File: src/ram_pkg.sv
// address, data, request, sequencer state, sram control and lane command types.
package ram_pkg;

   typedef logic [17:0] sram_addr_t;
   typedef logic [15:0] lane_t;
   typedef logic [31:0] word_t;
   typedef logic [51:0] mcr_word_t;
   typedef logic [11:0] mcr_addr_t;
   typedef logic [15:0] sdram_addr_t;
   typedef logic [14:0] vram_addr_t;

   // fixed sram regions per client.
   localparam logic [4:0] mcr_region   = 5'b01000;
   localparam logic [1:0] sdram_region = 2'b00;
   localparam logic [2:0] vram_region  = 3'b110;

   typedef struct packed {
      logic      write;
      mcr_addr_t addr;
      mcr_word_t wdata;
   } mcr_req_t;

   typedef struct packed {
      logic        write;
      sdram_addr_t addr;
      word_t       wdata;
   } sdram_req_t;

   typedef struct packed {
      logic       write;
      vram_addr_t addr;
      word_t      wdata;
   } vram_req_t;

   typedef enum logic [2:0] {
      idle,
      mcr_first,
      mcr_second,
      sdram_slot,
      vram_slot
   } seq_state_t;

   // shared by both chips.
   typedef struct packed {
      sram_addr_t addr;
      logic       oe_n;
      logic       we_n;
      logic       ce_n;
      logic       ub_n;
      logic       lb_n;
   } sram_ctl_t;

   typedef struct packed {
      logic       drive;
      lane_t      lane1;    // upper half, chip 1.
      lane_t      lane2;    // lower half, chip 2.
      seq_state_t capture;  // which client owns this cycle.
   } lane_cmd_t;

endpackage
File: src/ram_sequencer.sv
// ram_sequencer: round-based client arbitration, sram address and control generation.
`timescale 1ns/100ps

module ram_sequencer (
   input  logic                  clk,
   input  logic                  reset,
   input  logic                  mcr_pending,
   input  ram_pkg::mcr_req_t     mcr_req,
   input  logic                  sdram_pending,
   input  ram_pkg::sdram_req_t   sdram_req,
   input  logic                  vram_pending,
   input  ram_pkg::vram_req_t    vram_req,
   output logic                  mcr_grant,
   output logic                  sdram_grant,
   output logic                  vram_grant,
   output ram_pkg::sram_ctl_t    sram_ctl,
   output ram_pkg::lane_cmd_t    lane_cmd
);

   ram_pkg::seq_state_t state_q;
   ram_pkg::seq_state_t next_state;
   ram_pkg::mcr_req_t   mcr_q;
   ram_pkg::sram_ctl_t  ctl_q;
   ram_pkg::sram_ctl_t  ctl_d;
   ram_pkg::lane_cmd_t  cmd_d;
   logic                wr_tog_q;
   logic                wr_seen_q;

   // idle, then mcr, then one 32-bit slot with sdram first.
   always_comb begin
      case (state_q)
         ram_pkg::idle: begin
            if (mcr_pending)
               next_state = ram_pkg::mcr_first;
            else if (sdram_pending)
               next_state = ram_pkg::sdram_slot;
            else if (vram_pending)
               next_state = ram_pkg::vram_slot;
            else
               next_state = ram_pkg::idle;
         end
         ram_pkg::mcr_first:
            next_state = ram_pkg::mcr_second;
         ram_pkg::mcr_second: begin
            if (sdram_pending)
               next_state = ram_pkg::sdram_slot;
            else if (vram_pending)
               next_state = ram_pkg::vram_slot;
            else
               next_state = ram_pkg::idle;
         end
         default:
            next_state = ram_pkg::idle;
      endcase
   end

   assign mcr_grant   = (state_q == ram_pkg::mcr_first);
   assign sdram_grant = (state_q == ram_pkg::sdram_slot);
   assign vram_grant  = (state_q == ram_pkg::vram_slot);

   // pins and lane data for the cycle that starts at the next edge.
   always_comb begin
      logic wr;

      wr = 1'b0;
      ctl_d = ctl_q;  // address holds while idle.
      cmd_d = '0;
      cmd_d.capture = next_state;
      case (next_state)
         ram_pkg::mcr_first: begin
            wr = mcr_req.write;
            ctl_d.addr = {ram_pkg::mcr_region, mcr_req.addr, 1'b0};
            cmd_d.lane1 = {12'b0, mcr_req.wdata[51:48]};
            cmd_d.lane2 = mcr_req.wdata[47:32];
         end
         ram_pkg::mcr_second: begin
            wr = mcr_q.write;
            ctl_d.addr = {ram_pkg::mcr_region, mcr_q.addr, 1'b1};
            cmd_d.lane1 = mcr_q.wdata[31:16];
            cmd_d.lane2 = mcr_q.wdata[15:0];
         end
         ram_pkg::sdram_slot: begin
            wr = sdram_req.write;
            ctl_d.addr = {ram_pkg::sdram_region, sdram_req.addr};
            cmd_d.lane1 = sdram_req.wdata[31:16];
            cmd_d.lane2 = sdram_req.wdata[15:0];
         end
         ram_pkg::vram_slot: begin
            wr = vram_req.write;
            ctl_d.addr = {ram_pkg::vram_region, vram_req.addr};
            cmd_d.lane1 = vram_req.wdata[31:16];
            cmd_d.lane2 = vram_req.wdata[15:0];
         end
         default: ;
      endcase
      ctl_d.ce_n = (next_state == ram_pkg::idle);
      ctl_d.ub_n = ctl_d.ce_n;  // no byte writes.
      ctl_d.lb_n = ctl_d.ce_n;
      ctl_d.oe_n = ctl_d.ce_n | wr;
      ctl_d.we_n = ctl_d.ce_n | ~wr;
      cmd_d.drive = ~ctl_d.ce_n & wr;
   end

   always_ff @(posedge clk or posedge reset) begin
      if (reset) begin
         state_q  <= ram_pkg::idle;
         ctl_q    <= '{addr: '0, default: 1'b1};
         lane_cmd <= '0;
         wr_tog_q <= 1'b0;
      end else begin
         state_q  <= next_state;
         ctl_q    <= ctl_d;
         lane_cmd <= cmd_d;
         if (!ctl_d.we_n)
            wr_tog_q <= ~wr_tog_q;  // one toggle per write cycle.
      end
   end

   // second mcr cycle works from this copy.
   always_ff @(posedge clk) begin
      if (next_state == ram_pkg::mcr_first)
         mcr_q <= mcr_req;
   end

   // we_n strobes low for the first half of each write cycle.
   always_ff @(negedge clk or posedge reset) begin
      if (reset)
         wr_seen_q <= 1'b0;
      else
         wr_seen_q <= wr_tog_q;
   end

   always_comb begin
      sram_ctl = ctl_q;
      sram_ctl.we_n = ctl_q.we_n | (wr_tog_q == wr_seen_q);
   end

endmodule

File: config.mk
export PLATFORM = sky130hd
export DESIGN_NAME = ram_sequencer
export DESIGN_NICKNAME = d
export VERILOG_FILES = /design/src/ram_pkg.sv /design/src/ram_sequencer.sv
export SDC_FILE = /design/constraint.sdc
export NUM_CORES = 1
export LEC_CHECK = 0
export BUFFER_PORTS_ARGS = -buffer_cell sky130_fd_sc_hd__clkbuf_2
export CORE_MARGIN = 2
export CORE_UTILIZATION = 45
export CTS_CLUSTER_DIAMETER = 40
export DETAILED_ROUTE_END_ITERATION = 12
export GPL_ROUTABILITY_DRIVEN = 0
export PLACE_DENSITY = 0.8
export SLEW_MARGIN = 20
export SYNTH_ARGS = -nofsm -noshare
export SYNTH_HDL_FRONTEND = slang
export SYNTH_SLANG_ARGS = --single-unit
export TNS_END_PERCENT = 50
File: constraint.sdc
create_clock -name clk -period 2.4 [get_ports clk]
set_input_delay 0.12 -clock clk [delete_from_list [all_inputs] [get_ports clk]]
set_output_delay 0.12 -clock clk [all_outputs]
set_load 0.03 [all_outputs]
# Yosys cells after proc, flatten, opt, wreduce, memory -nomap -nowiden

Index checks and enable logic that the tools add are counted.

Register bits after elaboration: 104
Latch bits: 0
Memory bits (writable): 0
Memory bits (read-only): 0
Input port bits: 167
Output and inout bits: 62
Word-level logic and storage cells: 39
Memories kept: 0

Add/subtract/negate cells: 0
$mul: 0
Divide/modulo/power cells: 0
$lt $le $gt $ge: 0
Equal/unequal tests: 9
Shifts and indexed selects: 0
Muxes and demuxes: 7
Bitwise operators: 7
Reductions and logical operators: 3

Operators by type and width:

| kind                                           | count |
|---|---|
| case mux 32 bit (4 select lines)               | 1 |
| case mux 18 bit (4 select lines)               | 1 |
| == test 3 x 2 -> 1 bit (second input constant) | 4 |
| 2-to-1 mux 3 bit                               | 3 |
| case mux 3 bit (3 select lines)                | 1 |
| == test 3 x 1 -> 1 bit (second input constant) | 2 |
| == test 3 bit (second input constant)          | 2 |
| zero test 3 bit                                | 2 |
| case mux 1 bit (4 select lines)                | 1 |
| nonzero test 4 bit                             | 1 |
| inverter 1 bit                                 | 3 |
| OR 1 bit                                       | 3 |
| bitwise AND 1 bit                              | 1 |
| == test 1 bit                                  | 1 |

# Logic depth before layout (Yosys ltp)

Depth in word-level cells: 8
Depth in mapped cells: 7
Mapped depth without buffers: 5

==> metrics <==
outcome finished, violations left; violated checks setup timing; number of synthesis warnings 0; unrepaired setup endpoints after global routing true; Clock Root Buffer clkbuf_8; setup slack after layout -0.0642 ns; kind of path behind the tightest hold check in2async; static power due to leakage 3.27 nW; count of endpoints failing hold in the final timing report 0; final count of pins violating max slew 0; DRT Pass-1 Iters 7; vias in the first global route 4385; buffers added on ports 228; endpoints failing setup 1; worst vdd rail ir drop 0.543 mV; final net count 810; required time worst endpoint 2.28 ns; switching power 2.92 mW; FF-to-FF End lane_cmd[32]; number of DRC markers in iteration 0 347; critical path data arrival time 2.34 ns; via total after detailed routing between 4000 and 5000; max-slew headroom at the worst pin 0.485; number of sinks handled by clock tree synthesis 104; PnR Total Power 6.96 mW; GRT met3 Usage 0.0856; Vert. Die Dim around 100 µm; Antenna Nets Post-Route 0; final std cell area, no fill 0.00683 mm²; number of enable-type register cells in the synthesized netlist 45; first-pass GRT wire length between 20 and 25 mm; FF+latch count, synth between 100 and 150; Internal 4.04 mW; Cell Count, Final, Fillers Out approximately 780; largest net degree at the start of global routing 59; Logic pwr share 0.455; number of CTS-inserted buffers 9; total DRC errors in the routed layout 0; most used routing layer met2; Yosys cell types 38; prevailing post-synth register cell dfrtp_1; proportion of power drawn by flip-flops and latches 0.398; Die Width 102 µm; half-perimeter wire length after detailed placement 7.80 mm; Post-DP Area 0.00539 mm²; Worst Setup Start Kind flop; post-synth net total between 400 and 500; slew at the pin closest to its max-slew limit about 0.77 ns; largest fanout of any net on the critical path 1; CP Capture Type primary output; maximum count of clock buffers along a single path 2; category of the most critical setup path reg2out; Mapped Area 0.00429 mm²; fraction of layout cells with a size suffix above 1 0.415; tightest hold margin approximately 0.0099 ns; clk_lat worst skew ~0.36 ns; synthesized instance count 313; area growth from synthesis to final layout 59.4%; GR Util All Layers 0.280; standard-cell row count 35; Initial Utilization 0.464; start point of the critical path wr_seen_q; setup slack, reg-to-reg 0.09 ns; synthesized area per cell 13.7 µm²; worst flop-to-flop path startpoint state_q[2]; WL/cell between 15 and 20 µm; number of instances in the placed design 636; CTS tree yes; I/O pin cnt 229; number of buffers added for setup after CTS 0; CP endpoint sram_ctl[3]; final routed wirelength across all metal layers 14.5 mm; via count normalized by instance count roughly 5.4; clock power share 0.146; total global routing overflow 0; fraction of the yosys area taken by sequential cells 0.660; power density normalized to cell area 1020 mW/mm²; H-tree depth 3; antenna violations before repair 0; R2R depth 5; met2 demand-to-capacity share in global routing 0.496; met1 Usage GRT 0.302; share of flip-flops with an asynchronous set or reset after synthesis 0.567; Std-Cell Core Area 0.00924 mm²; floorplan die area 0.0103 mm²; worst-case clock skew 0.0176 ns; switching fraction of total power 0.420; count of maximum capacitance violations 0; clock slew at the register clock pins of the worst setup and hold paths ~0.10 ns
## critical path: stages, from the launching register on
cell,delay (ns)
dfrtn_1,0.40
xor2_1,0.15
nand2b_1,0.08
clkbuf_8,0.16
## through the flow
stage,setup TNS (ns),setup slack (ns),utilization
floorplan,0,0.130,-
global placement,0,0.310,0.583
detailed placement,0,0.296,0.583
CTS,-0.0726,-0.0726,0.739
global route,-0.126,-0.126,0.739
finish,-0.0642,-0.0642,0.739
## power by group through the flow
stage	clock network [mW]	registers, mW	logic [mW]
after floorplan	0	3.22	1.71
after global placement	0	2.77	2.72
after detailed placement	0	2.79	2.77
after CTS	1.03	2.75	3.10
after global routing	1.10	2.83	3.38
final	1.02	2.77	3.17
## cells in the final DEF (no fill, tap or decap), types with 3 or more instances in the layout
cell / Yosys / final
a21oi_1: 3 / 3
dlygate4sd3_1: 0 / 125
buf_4: 27 / 9
mux2i_1: 11 / 11
o21ai_1: 10 / 10
clkbuf_8: 0 / 10
clkinvlp_4: 0 / 3
nand2_1: 44 / 44
nand2b_1: 3 / 3
a222oi_1: 45 / 45
edfxtp_1: 45 / 45
nor2_1: 5 / 5
inv_1: 17 / 16
dfstp_2: 3 / 3
dfrtp_1: 55 / 53
clkbuf_2: 0 / 227
## layer usage
layer,vias up,wire length (µm),share of wire
met5,-,0,0
met4,0,530,0.037
met3,50,1230,0.085
met2,274,7710,0.53
met1,2050,5000,0.35
li1,1833,-,-
## cells in the mapped netlist (all sizes together) (2+ instances only)
cell type	n	area, µm²
o21ai	11	55.1
nand2	44	165
nor3	2	10.0
mux2i	11	110
dfrtp	55	1380
nand2b	3	18.8
a21oi	4	23.8
a222oi	45	450
edfxtp	45	1350
dfstp	3	78.8
buf	43	295
a221oi	3	43.8
or2	2	12.5
nor3b	3	33.8
nor2	5	18.8
o21bai	2	15.0
inv	17	63.8
## flip-flops by register name (all words and copies together), names as in the netlist
signal and count:
wr_seen_q 1, state_q 3, mcr_q 45, wr_tog_q 1
ctl_q 1, sram_ctl 20, lane_cmd 33
## logic make-up after synthesis
group	synth area share
AO/OA/AOI/OAI	0.146
flip-flops	0.660
AND/OR/NAND/NOR	0.0794
buffers and inverters	0.0846
multiplexers	0.0257
XOR/XNOR	0.00409
## timing repair
| item | CTS | global route |
|---|---|---|
| endpoints found under the hold margin | 81 | 0 |
| setup endpoints to repair | 1 | 10 |
| resized for setup | 2 | 2 |
| hold buffers | 125 | 0 |
## worst min path at each step
stage | cells after the start | slack, ns | endpoint | from
floorplan | 1 | 0.19 | ctl_q[3] | vram_req[47]
global placement | 1 | 0.30 | mcr_q[18] | mcr_req[18]
detailed placement | 1 | 0.30 | mcr_q[16] | mcr_req[16]
CTS | 3 | 0.0005 | lane_cmd[23] | vram_req[20]
global route | 3 | 0.01 | sram_ctl[17] | sdram_req[44]
finish | 3 | 0.01 | wr_tog_q | reset
## final cells by class
cell class / count / area [µm²]
clock inverter: 7 / 53.8
tap: 129 / 161
fill: 598 / 2410
clock buffer: 9 / 124
timing repair buffer: 363 / 2490
multi-input combinational: 148 / 1100
inverter: 17 / 67.6
sequential: 104 / 2830
antenna: 2 / 5.00
Power figures use the tool's default switching activity.
