### src/client_port.sv
// client_port: single request holding register with busy tracking.
`timescale 1ns/100ps

module client_port #(
   parameter type req_t = logic
) (
   input  logic clk,
   input  logic reset,
   input  logic req_valid,
   input  req_t req,
   input  logic grant,
   input  logic ack,
   output logic busy,
   output logic pending,
   output req_t pending_req
);

   logic busy_q;
   logic accept;

   assign accept = req_valid & ~busy;

   // busy drops in the ack cycle itself.
   assign busy = busy_q & ~ack;

   always_ff @(posedge clk or posedge reset) begin
      if (reset) begin
         busy_q  <= 1'b0;
         pending <= 1'b0;
      end else begin
         if (accept) begin
            busy_q  <= 1'b1;
            pending <= 1'b1;
         end else begin
            if (grant)
               pending <= 1'b0;  // sequencer has it now.
            if (ack)
               busy_q <= 1'b0;
         end
      end
   end

   always_ff @(posedge clk) begin
      if (accept)
         pending_req <= req;
   end

endmodule

### config.mk
export PLATFORM = sky130hd
export DESIGN_NAME = client_port
export DESIGN_NICKNAME = d
export VERILOG_FILES = /design/src/client_port.sv
export SDC_FILE = /design/constraint.sdc
export NUM_CORES = 1
export LEC_CHECK = 0
export BUFFER_PORTS_ARGS = -buffer_cell sky130_fd_sc_hd__clkbuf_2
export CAP_MARGIN = 20
export CORE_AREA = 4 4 41 43
export CTS_CLUSTER_DIAMETER = 100
export DETAILED_ROUTE_END_ITERATION = 10
export DIE_AREA = 0 0 45 47
export HOLD_SLACK_MARGIN = 0.06
export PLACE_DENSITY = 0.37
export SKIP_LAST_GASP = 1
export SLEW_MARGIN = 20
export SYNTH_ARGS = -nofsm -noshare
export SYNTH_HDL_FRONTEND = slang
export SYNTH_SLANG_ARGS = --single-unit
### constraint.sdc
create_clock -name clk -period 3.2 [get_ports clk]
set_clock_uncertainty 0.2 [all_clocks]
set_input_delay 0.16 -clock clk [delete_from_list [all_inputs] [get_ports clk]]
set_output_delay 0.16 -clock clk [all_outputs]
set_load 0.05 [all_outputs]
## Word-level counts from Yosys, hierarchy flattened

Index checks and enable logic that the tools add are counted.

- Register bits after elaboration: 3
- Bits of input ports: 6
- Output and inout port bits: 3
- Word-level logic and storage cells: 13

- Muxes and demuxes: 4
- Bitwise gates (word level): 4
- Reductions and logical operators: 2

Operators with widths:

| cell | number |
|---|---|
| two-way mux 1 bit | 4 |
| nonzero test 2 bit | 2 |
| bitwise AND 1 bit | 2 |
| NOT 1 bit | 2 |

## Logic depth before layout (Yosys ltp)

Gate-level depths: netlist of run 1.

- Word-level depth: 5
- Gate-level depth with buffers: 2
- Gate-level depth less buffers: 2

## Worst setup path before layout of run 1

Ideal clock, no wire load.

- Path type: reg2reg
- Start: reg, netlist name pending
- End: reg pending
- Setup time: 0.121 ns
- Arrival time: 0.803 ns
- Data required time: 2.879 ns
- Path slack: 2.076 ns
- Cell stages (with the launch flop): 2
- Buffers on the path: 0
- Clock period less this slack: 1.124 ns
- Path through: dfrtp_1 > a22o_1

RTL lines:

| item | RTL line | source |
|---|---|---|
| to (signal assigned) | 29 | `pending <= 1'b0;` |
| to (signal assigned) | 33 | `pending <= 1'b1;` |
| to (signal assigned) | 36 | `pending <= 1'b0;` |
| to (decl) | 14 | `output logic pending,` |

## Worst setup path after layout of run 1

- Start: in req_valid
- End: reg busy_q

- Longest elaborated chain between the ends: 2
- Elaborated cells between the ends (all ways): 3
- Classes of those cells: mux (1); bitwise (1); reduce/logical (1)

Ends and longest elaborated chain:

| item | RTL line | source |
|---|---|---|
| from (decl) | 9 | `input logic req_valid,` |
| bitwise AND 1 bit (*) | 21 | `assign accept = req_valid & ~busy;` |
| two-way mux 1 bit / nonzero test 2 bit (equally long branches) | n/a |  |
| to (signal assigned) | 28 | `busy_q <= 1'b0;` |
| to (signal assigned) | 32 | `busy_q <= 1'b1;` |
| to (signal assigned) | 38 | `busy_q <= 1'b0;` |
| to (decl) | 18 | `logic busy_q;` |

Every way passes the cells marked *; elsewhere a longest branch is shown, timed or not.
A chain may end at the register's enable or synchronous reset.

==> results of run 1 <==
==> registers in the layout, summed over array words and instances, names as in the netlist <==
signal / cells
pending: 1
busy_q: 1
pending_req: 1
==> final cells by class <==
| type | count | area share |
|---|---|---|
| flip-flops and latches | 3 | 0.306 |
| well taps | 15 | 0.0718 |
| clock buffers | 4 | 0.100 |
| inverters | 3 | 0.0431 |
| repair buffers | 13 | 0.344 |
| multi-input cells | 4 | 0.134 |
==> how the worst min path moves through the flow <==
stage,cells past startpoint,slack [ps],to
CTS,3,80,pending$_DFFE_PP0P_
global placement,2,-210,pending$_DFFE_PP0P_
global route,3,110,pending$_DFFE_PP0P_
floorplan,1,-300,busy_q$_DFFE_PP0P_
detailed placement,2,-200,busy_q$_DFFE_PP0P_
finish,3,80,pending$_DFFE_PP0P_
==> Yosys cell counts <==
cell      instances  area [sq um]
nand2b_1          1          6.26
inv_1             3          11.3
edfxtp_1          1          30.0
and2_1            1          6.26
dfrtp_1           2          50.1
a22o_1            1          8.76
nand2b_4          1          13.8
==> cells by family (layout without fill, tap and decap cells) <==
| kind of cell | after synthesis | in the layout | synth area share |
|---|---|---|---|
| buf+inv | 3 | 20 | 0.0891 |
| simple gates | 3 | 3 | 0.208 |
| compound gates | 1 | 1 | 0.0693 |
| flops | 3 | 3 | 0.634 |
==> tightest hold or removal path: stages <==
cell,delay (ps)
clkbuf_2,70
nand2b_4,120
a22o_1,120
==> where the power goes <==
| group | switching (mW) | internal [mW] |
|---|---|---|
| logic | 0.0157 | 0.0113 |
| clock network | 0.0189 | 0.0467 |
| registers | 0.00150 | 0.0430 |
==> layer usage <==
metal / wire length (um) / vias up / GRT usage
li1: - / 63 / -
met1: 184 / 50 / 0.0526
met2: 90 / 11 / 0.0367
met3: 53 / 0 / 0.0460
met4: 0 / 0 / 0.0351
met5: 0 / - / 0
==> impl_metrics.ini, run 1 <==
[sta]
setup_tns_ps = 0
max_slew.worst_pin.slew_ps = 282
drv_slew = 0
fin_ws_ps = 1610
fmax_ghz = 0.629
period_needed_ps = 1590
hold_viol_final = 0
grt_setup_unrepaired = no
period_share = 0.497
relSlewSlack = 0.813
timing.hold.ws_ps = 82.8
setup_viol = 0

[clocking]
clock_sinks = 3
cts_buffers = 3
cts_max_path_buffers = 2
hold_buffers = 5
htreeDepth = 1
clockRootBuffer = clkbuf_4
cts_resized = 0
clk_latency_ps = 230
cts_tree = built
cts_setup_buffers = 0
cts.clk_slew.worst_paths_ps = 40

[critical_path]
cp-startpoint = req_valid
reg2reg_from = busy_q$_DFFE_PP0P_
cp-start-kind = primary input
crit_required_ps = 3110
cp.depth = 4
endpoint = busy_q$_DFFE_PP0P_
arrival_ps = 1500
endpoint_kind = flip-flop
path_cells = dlygate4sd3_1 > clkbuf_2 > nand2b_1 > dlygate4sd3_1
r2r_slack_ps = 1810
crit_fanout = 3
rr_worst_depth = 3
cpPeakStageDelay_ps = 540
slowest_stage = dlygate4sd3_1
worstSetupPathType = primary input to flip-flop
r2r-end = busy_q$_DFFE_PP0P_
cp_common_cell = dlygate4sd3_1
crit_family = buffers and inverters
crit_buf_inv = 3

[hold_path]
hp-class = primary input to flip-flop
min-delay-start = ack

[die]
num_rows = 13
pin_count = 9
die_area_sq_mm = 0.00212
die_y_um = 47
die_x_um = 45
coreArea_sq_mm = 0.00130
start_util = 0.0971

[global_route]
grt_use_total = 0.0428
grt_pass1_vias = 124
grt_start_max_net_pins = 5
antenna_found_initial = 0
gr-total-overflow = 0
grt_pass1_wl_um = 545

[placed_design]
placedCellCount = 33
dpl_cell_area_sq_um = 185
gp_congestion = 0.683
place_ws_ps = 2100
dp_hpwl_um = 241
portBuffers = 8

[drt]
num_vias = 124
routedWlPerCell_um = 7.81
vias_per_cell = 2.95
ant_nets = 0
drt_iter0_markers = 7
dr.pass1.iters = 2
wl_um = 328
drc = 0

[finish]
antenna_cells = 0
drive_above_1_share = 0.444
layout.nets = 34
final_cell_mix = clkbuf_2 (8), dlygate4sd3_1 (5), inv_1 (3), clkbuf_4 (3), dfrtp_1 (2)
final_util = 0.201
syn_to_final_growth_pct = 107
finalNonFillerCells = 42
ff_latch_area_sq_um = 80.1
final_common_cell = clkbuf_2
fin_area_sq_um = 262
fillers = 154
multi_input_area_sq_um = 35.0

[synthesis]
yosysWarnings = 0
synth_area_per_cell_sq_um = 12.6
syn_inst = 10
synth_cell_types = 7
synth_seq_cells = 3
ys_seq_area_frac = 0.634
syn_area_sq_um = 126
syn_nets = 16

[outcome]
status = complete, no violations

[power_and_ir_drop]
power_mw = 0.137
vdd_drop_max_mv = 0.146
p_leak_nw = 0.136
powerDensity_mw_per_mm2 = 524

[job]
max_cap_violations = 0
Note: power is estimated with default switching activity, not from simulation.
==> run 2, diff against run 1 <==
--- a/config.mk
+++ b/config.mk
@@ -5,6 +5,7 @@
 export SDC_FILE = /design/constraint.sdc
 export NUM_CORES = 1
 export LEC_CHECK = 0
+export ABC_AREA = 1
 export BUFFER_PORTS_ARGS = -buffer_cell sky130_fd_sc_hd__clkbuf_2
 export CAP_MARGIN = 20
 export CORE_AREA = 4 4 41 43
@@ -12,7 +13,7 @@
 export DETAILED_ROUTE_END_ITERATION = 10
 export DIE_AREA = 0 0 45 47
 export HOLD_SLACK_MARGIN = 0.06
-export PLACE_DENSITY = 0.37
+export PLACE_DENSITY = 0.38
 export SKIP_LAST_GASP = 1
 export SLEW_MARGIN = 20
 export SYNTH_ARGS = -nofsm -noshare
==> constraint.sdc (replaced) <==
create_clock -name clk -period 1.44 [get_ports clk]
set_clock_uncertainty 0.2 [all_clocks]
set_input_delay 0.072 -clock clk [delete_from_list [all_inputs] [get_ports clk]]
set_output_delay 0.072 -clock clk [all_outputs]
set_load 0.05 [all_outputs]
==> run 2 against run 1 <==
  * Global-route usage increased by 0.47 points
  * Register-to-register slack got worse by 1400 ps
  * Combinational power increased by 140%
  * Die area unchanged
  * Highest routed layer is now met4
  * Synthesized cell count increased by 30%
  * Clock-buffer cell count unchanged
  * Power increased by 130%
  * Synthesized area decreased by 3.0%
  * Final cell count increased by 9.5%
  * Final area increased by 2.4%
==> impl_metrics.ini, run 2 <==
[placed_design]
place_ws_ps = 384
gp_congestion = 0.564
placedCellCount = 36
portBuffers = 8

[synthesis]
syn_area_sq_um = 123
yosysWarnings = 0
ys_seq_area_frac = 0.653
synth.area.top_cells = dfrtp_1 (41%), edfxtp_1 (24%), inv_1 (15%), nand2_2 (10%), nand2_1 (9.2%)
synth_top_cell_by_area = dfrtp_1
synth_most_common_cell = inv_1
synth_top_cell_area_share = 0.408
synth_seq_cells = 3
synth_area_per_cell_sq_um = 9.43
synth_edf_count = 1
synth_common_cells = inv_1 (5), nand2_1 (3), dfrtp_1 (2), nand2_2 (2), edfxtp_1 (1)
syn_nets = 19
syn_inst = 13
synth_cell_types = 5
yosys_most_used_dff = dfrtp_1
async_flop_share = 0.667

[sta]
grt_setup_unrepaired = no
period_needed_ps = 1400
hold_viol_final = 0
setup_tns_ps = 0
drv_slew = 0
fin_ws_ps = 41.5
fmax_ghz = 0.715
max_slew.worst_pin.slew_ps = 282
period_share = 0.971
relSlewSlack = 0.813
setup_viol = 0

[die]
start_util = 0.0942
coreArea_sq_mm = 0.00130
num_rows = 13
die_y_um = 47
die_x_um = 45
die_area_sq_mm = 0.00212
pin_count = 9

[finish]
final_cell_mix = clkbuf_2 (7), dlygate4sd3_1 (6), inv_1 (5), nand2_1 (3), clkbuf_4 (3)
syn_to_final_growth_pct = 118
final_util = 0.206
top_regs = busy_q x1, pending x1, pending_req x1
drive_above_1_share = 0.419
final_common_cell = clkbuf_2
finalNonFillerCells = 46
antenna_cells = 0
layout.nets = 38

[critical_path]
crit_required_ps = 1170
path_cells = dlygate4sd3_1 > clkbuf_2 > inv_1 > nand2_2 > inv_1 > buf_2
crit_buf_inv = 5
arrival_ps = 1130
reg2reg_from = busy_q$_DFFE_PP0P_
worstSetupPathType = primary input to output pin
r2r-end = pending_req$_DFFE_PP_
r2r_slack_ps = 370
endpoint_kind = output pin
cp-start-kind = primary input
slowest_stage = dlygate4sd3_1
rr_worst_depth = 3
cpPeakStageDelay_ps = 540
cp_common_cell = inv_1
crit_fanout = 3
crit_family = buffers and inverters

[power_and_ir_drop]
vdd_drop_max_mv = 0.259
p_leak_nw = 0.152
power_mw = 0.312
powerDensity_mw_per_mm2 = 1160

[drt]
drt_iter0_markers = 1
drc = 0
wl_um = 348
num_vias = 143
ant_nets = 0
vias_per_cell = 3.11
dr.pass1.iters = 4
routedWlPerCell_um = 7.57

[hold_path]
min_delay_worst_endpoint = pending$_DFFE_PP0P_
min-delay-start = pending$_DFFE_PP0P_
hp-class = flip-flop to flip-flop
hold_depth = 2

[clocking]
clock_sinks = 3
clockRootBuffer = clkbuf_4
cts_tree = built
clk_latency_ps = 230
htreeDepth = 1
cts_buffers = 3
cts.clk_slew.worst_paths_ps = 40
cts_max_path_buffers = 2

[outcome]
status = complete, no violations

[global_route]
gr-total-overflow = 0
use_met3 = 0.0307
grt_pass1_vias = 162
grt_pass1_wl_um = 600
grt_use_total = 0.0475
antenna_found_initial = 0
grt_start_max_net_pins = 4
grtUsageMet1 = 0.0320
grt.busiest_layer = met4
globalRouteMet2Util = 0.0650

[job]
max_cap_violations = 0
-- run 2: cell count changes after synthesis, sizes merged --
| cell | before | now |
|---|---|---|
| inv | 3 | 5 |
| a22o | 1 | 0 |
| nand2b | 2 | 0 |
| and2 | 1 | 0 |
| nand2 | 0 | 5 |
-- run 2: layer usage --
metal  part of all wire  up-vias
li1                   -       71
met1               0.34       63
met2               0.49        7
met3               0.16        2
met4              0.014        0
met5                  0        -
-- run 2: area by class of cell --
type,count,area [sq um]
flip-flops and latches,3,80.1
inverters,5,18.8
multi-input cells,5,23.8
well taps,15,18.8
clock buffers,4,26.3
fillers,164,1030
repair buffers,14,100
-- run 2: tightest hold or removal path, delay by kind of cell, from the launching register on --
family	cells	cell delay, ps
DFF	1	340
and+or+nand+nor	2	110
-- run 2: how the worst max path moves through the flow --
stage               cells past startpoint                start  slack, ps               endpoint
detailed placement                      3   busy_q$_DFFE_PP0P_        380  pending_req$_DFFE_PP_
global route                            6                  ack          8                   busy
finish                                  6                  ack         40                   busy
floorplan                               2  pending$_DFFE_PP0P_        400    pending$_DFFE_PP0P_
CTS                                     6                  ack         20                   busy
global placement                        3   busy_q$_DFFE_PP0P_        400  pending_req$_DFFE_PP_
-- run 2: kinds of logic after synthesis --
| family | count (synthesis) | synth area share |
|---|---|---|
| flops | 3 | 0.653 |
| simple gates | 5 | 0.194 |
| buf+inv | 5 | 0.153 |
-- run 2: through the flow --
step | cell area, sq um | hold slack, ps
global route | 268 | 316
global placement | 181 | -291
CTS | 268 | 295
finish | 268 | 289
detailed placement | 181 | -283
floorplan | 123 | -387
-- run 2: power by group --
group / leakage [nW] / total [mW] / internal (mW) / switching [mW]
Combinational: 0.105 / 0.0652 / 0.0244 / 0.0408
Sequential: 0.0325 / 0.100 / 0.0970 / 0.00341
Clock: 0.0150 / 0.146 / 0.104 / 0.0424
-- run 2: repair_timing --
action                     CTS  global route
setup buffers                0             0
hold buffers                 6             0
setup endpoints to repair    0             1
resized for setup            0             1
hold endpoints to repair     6             0
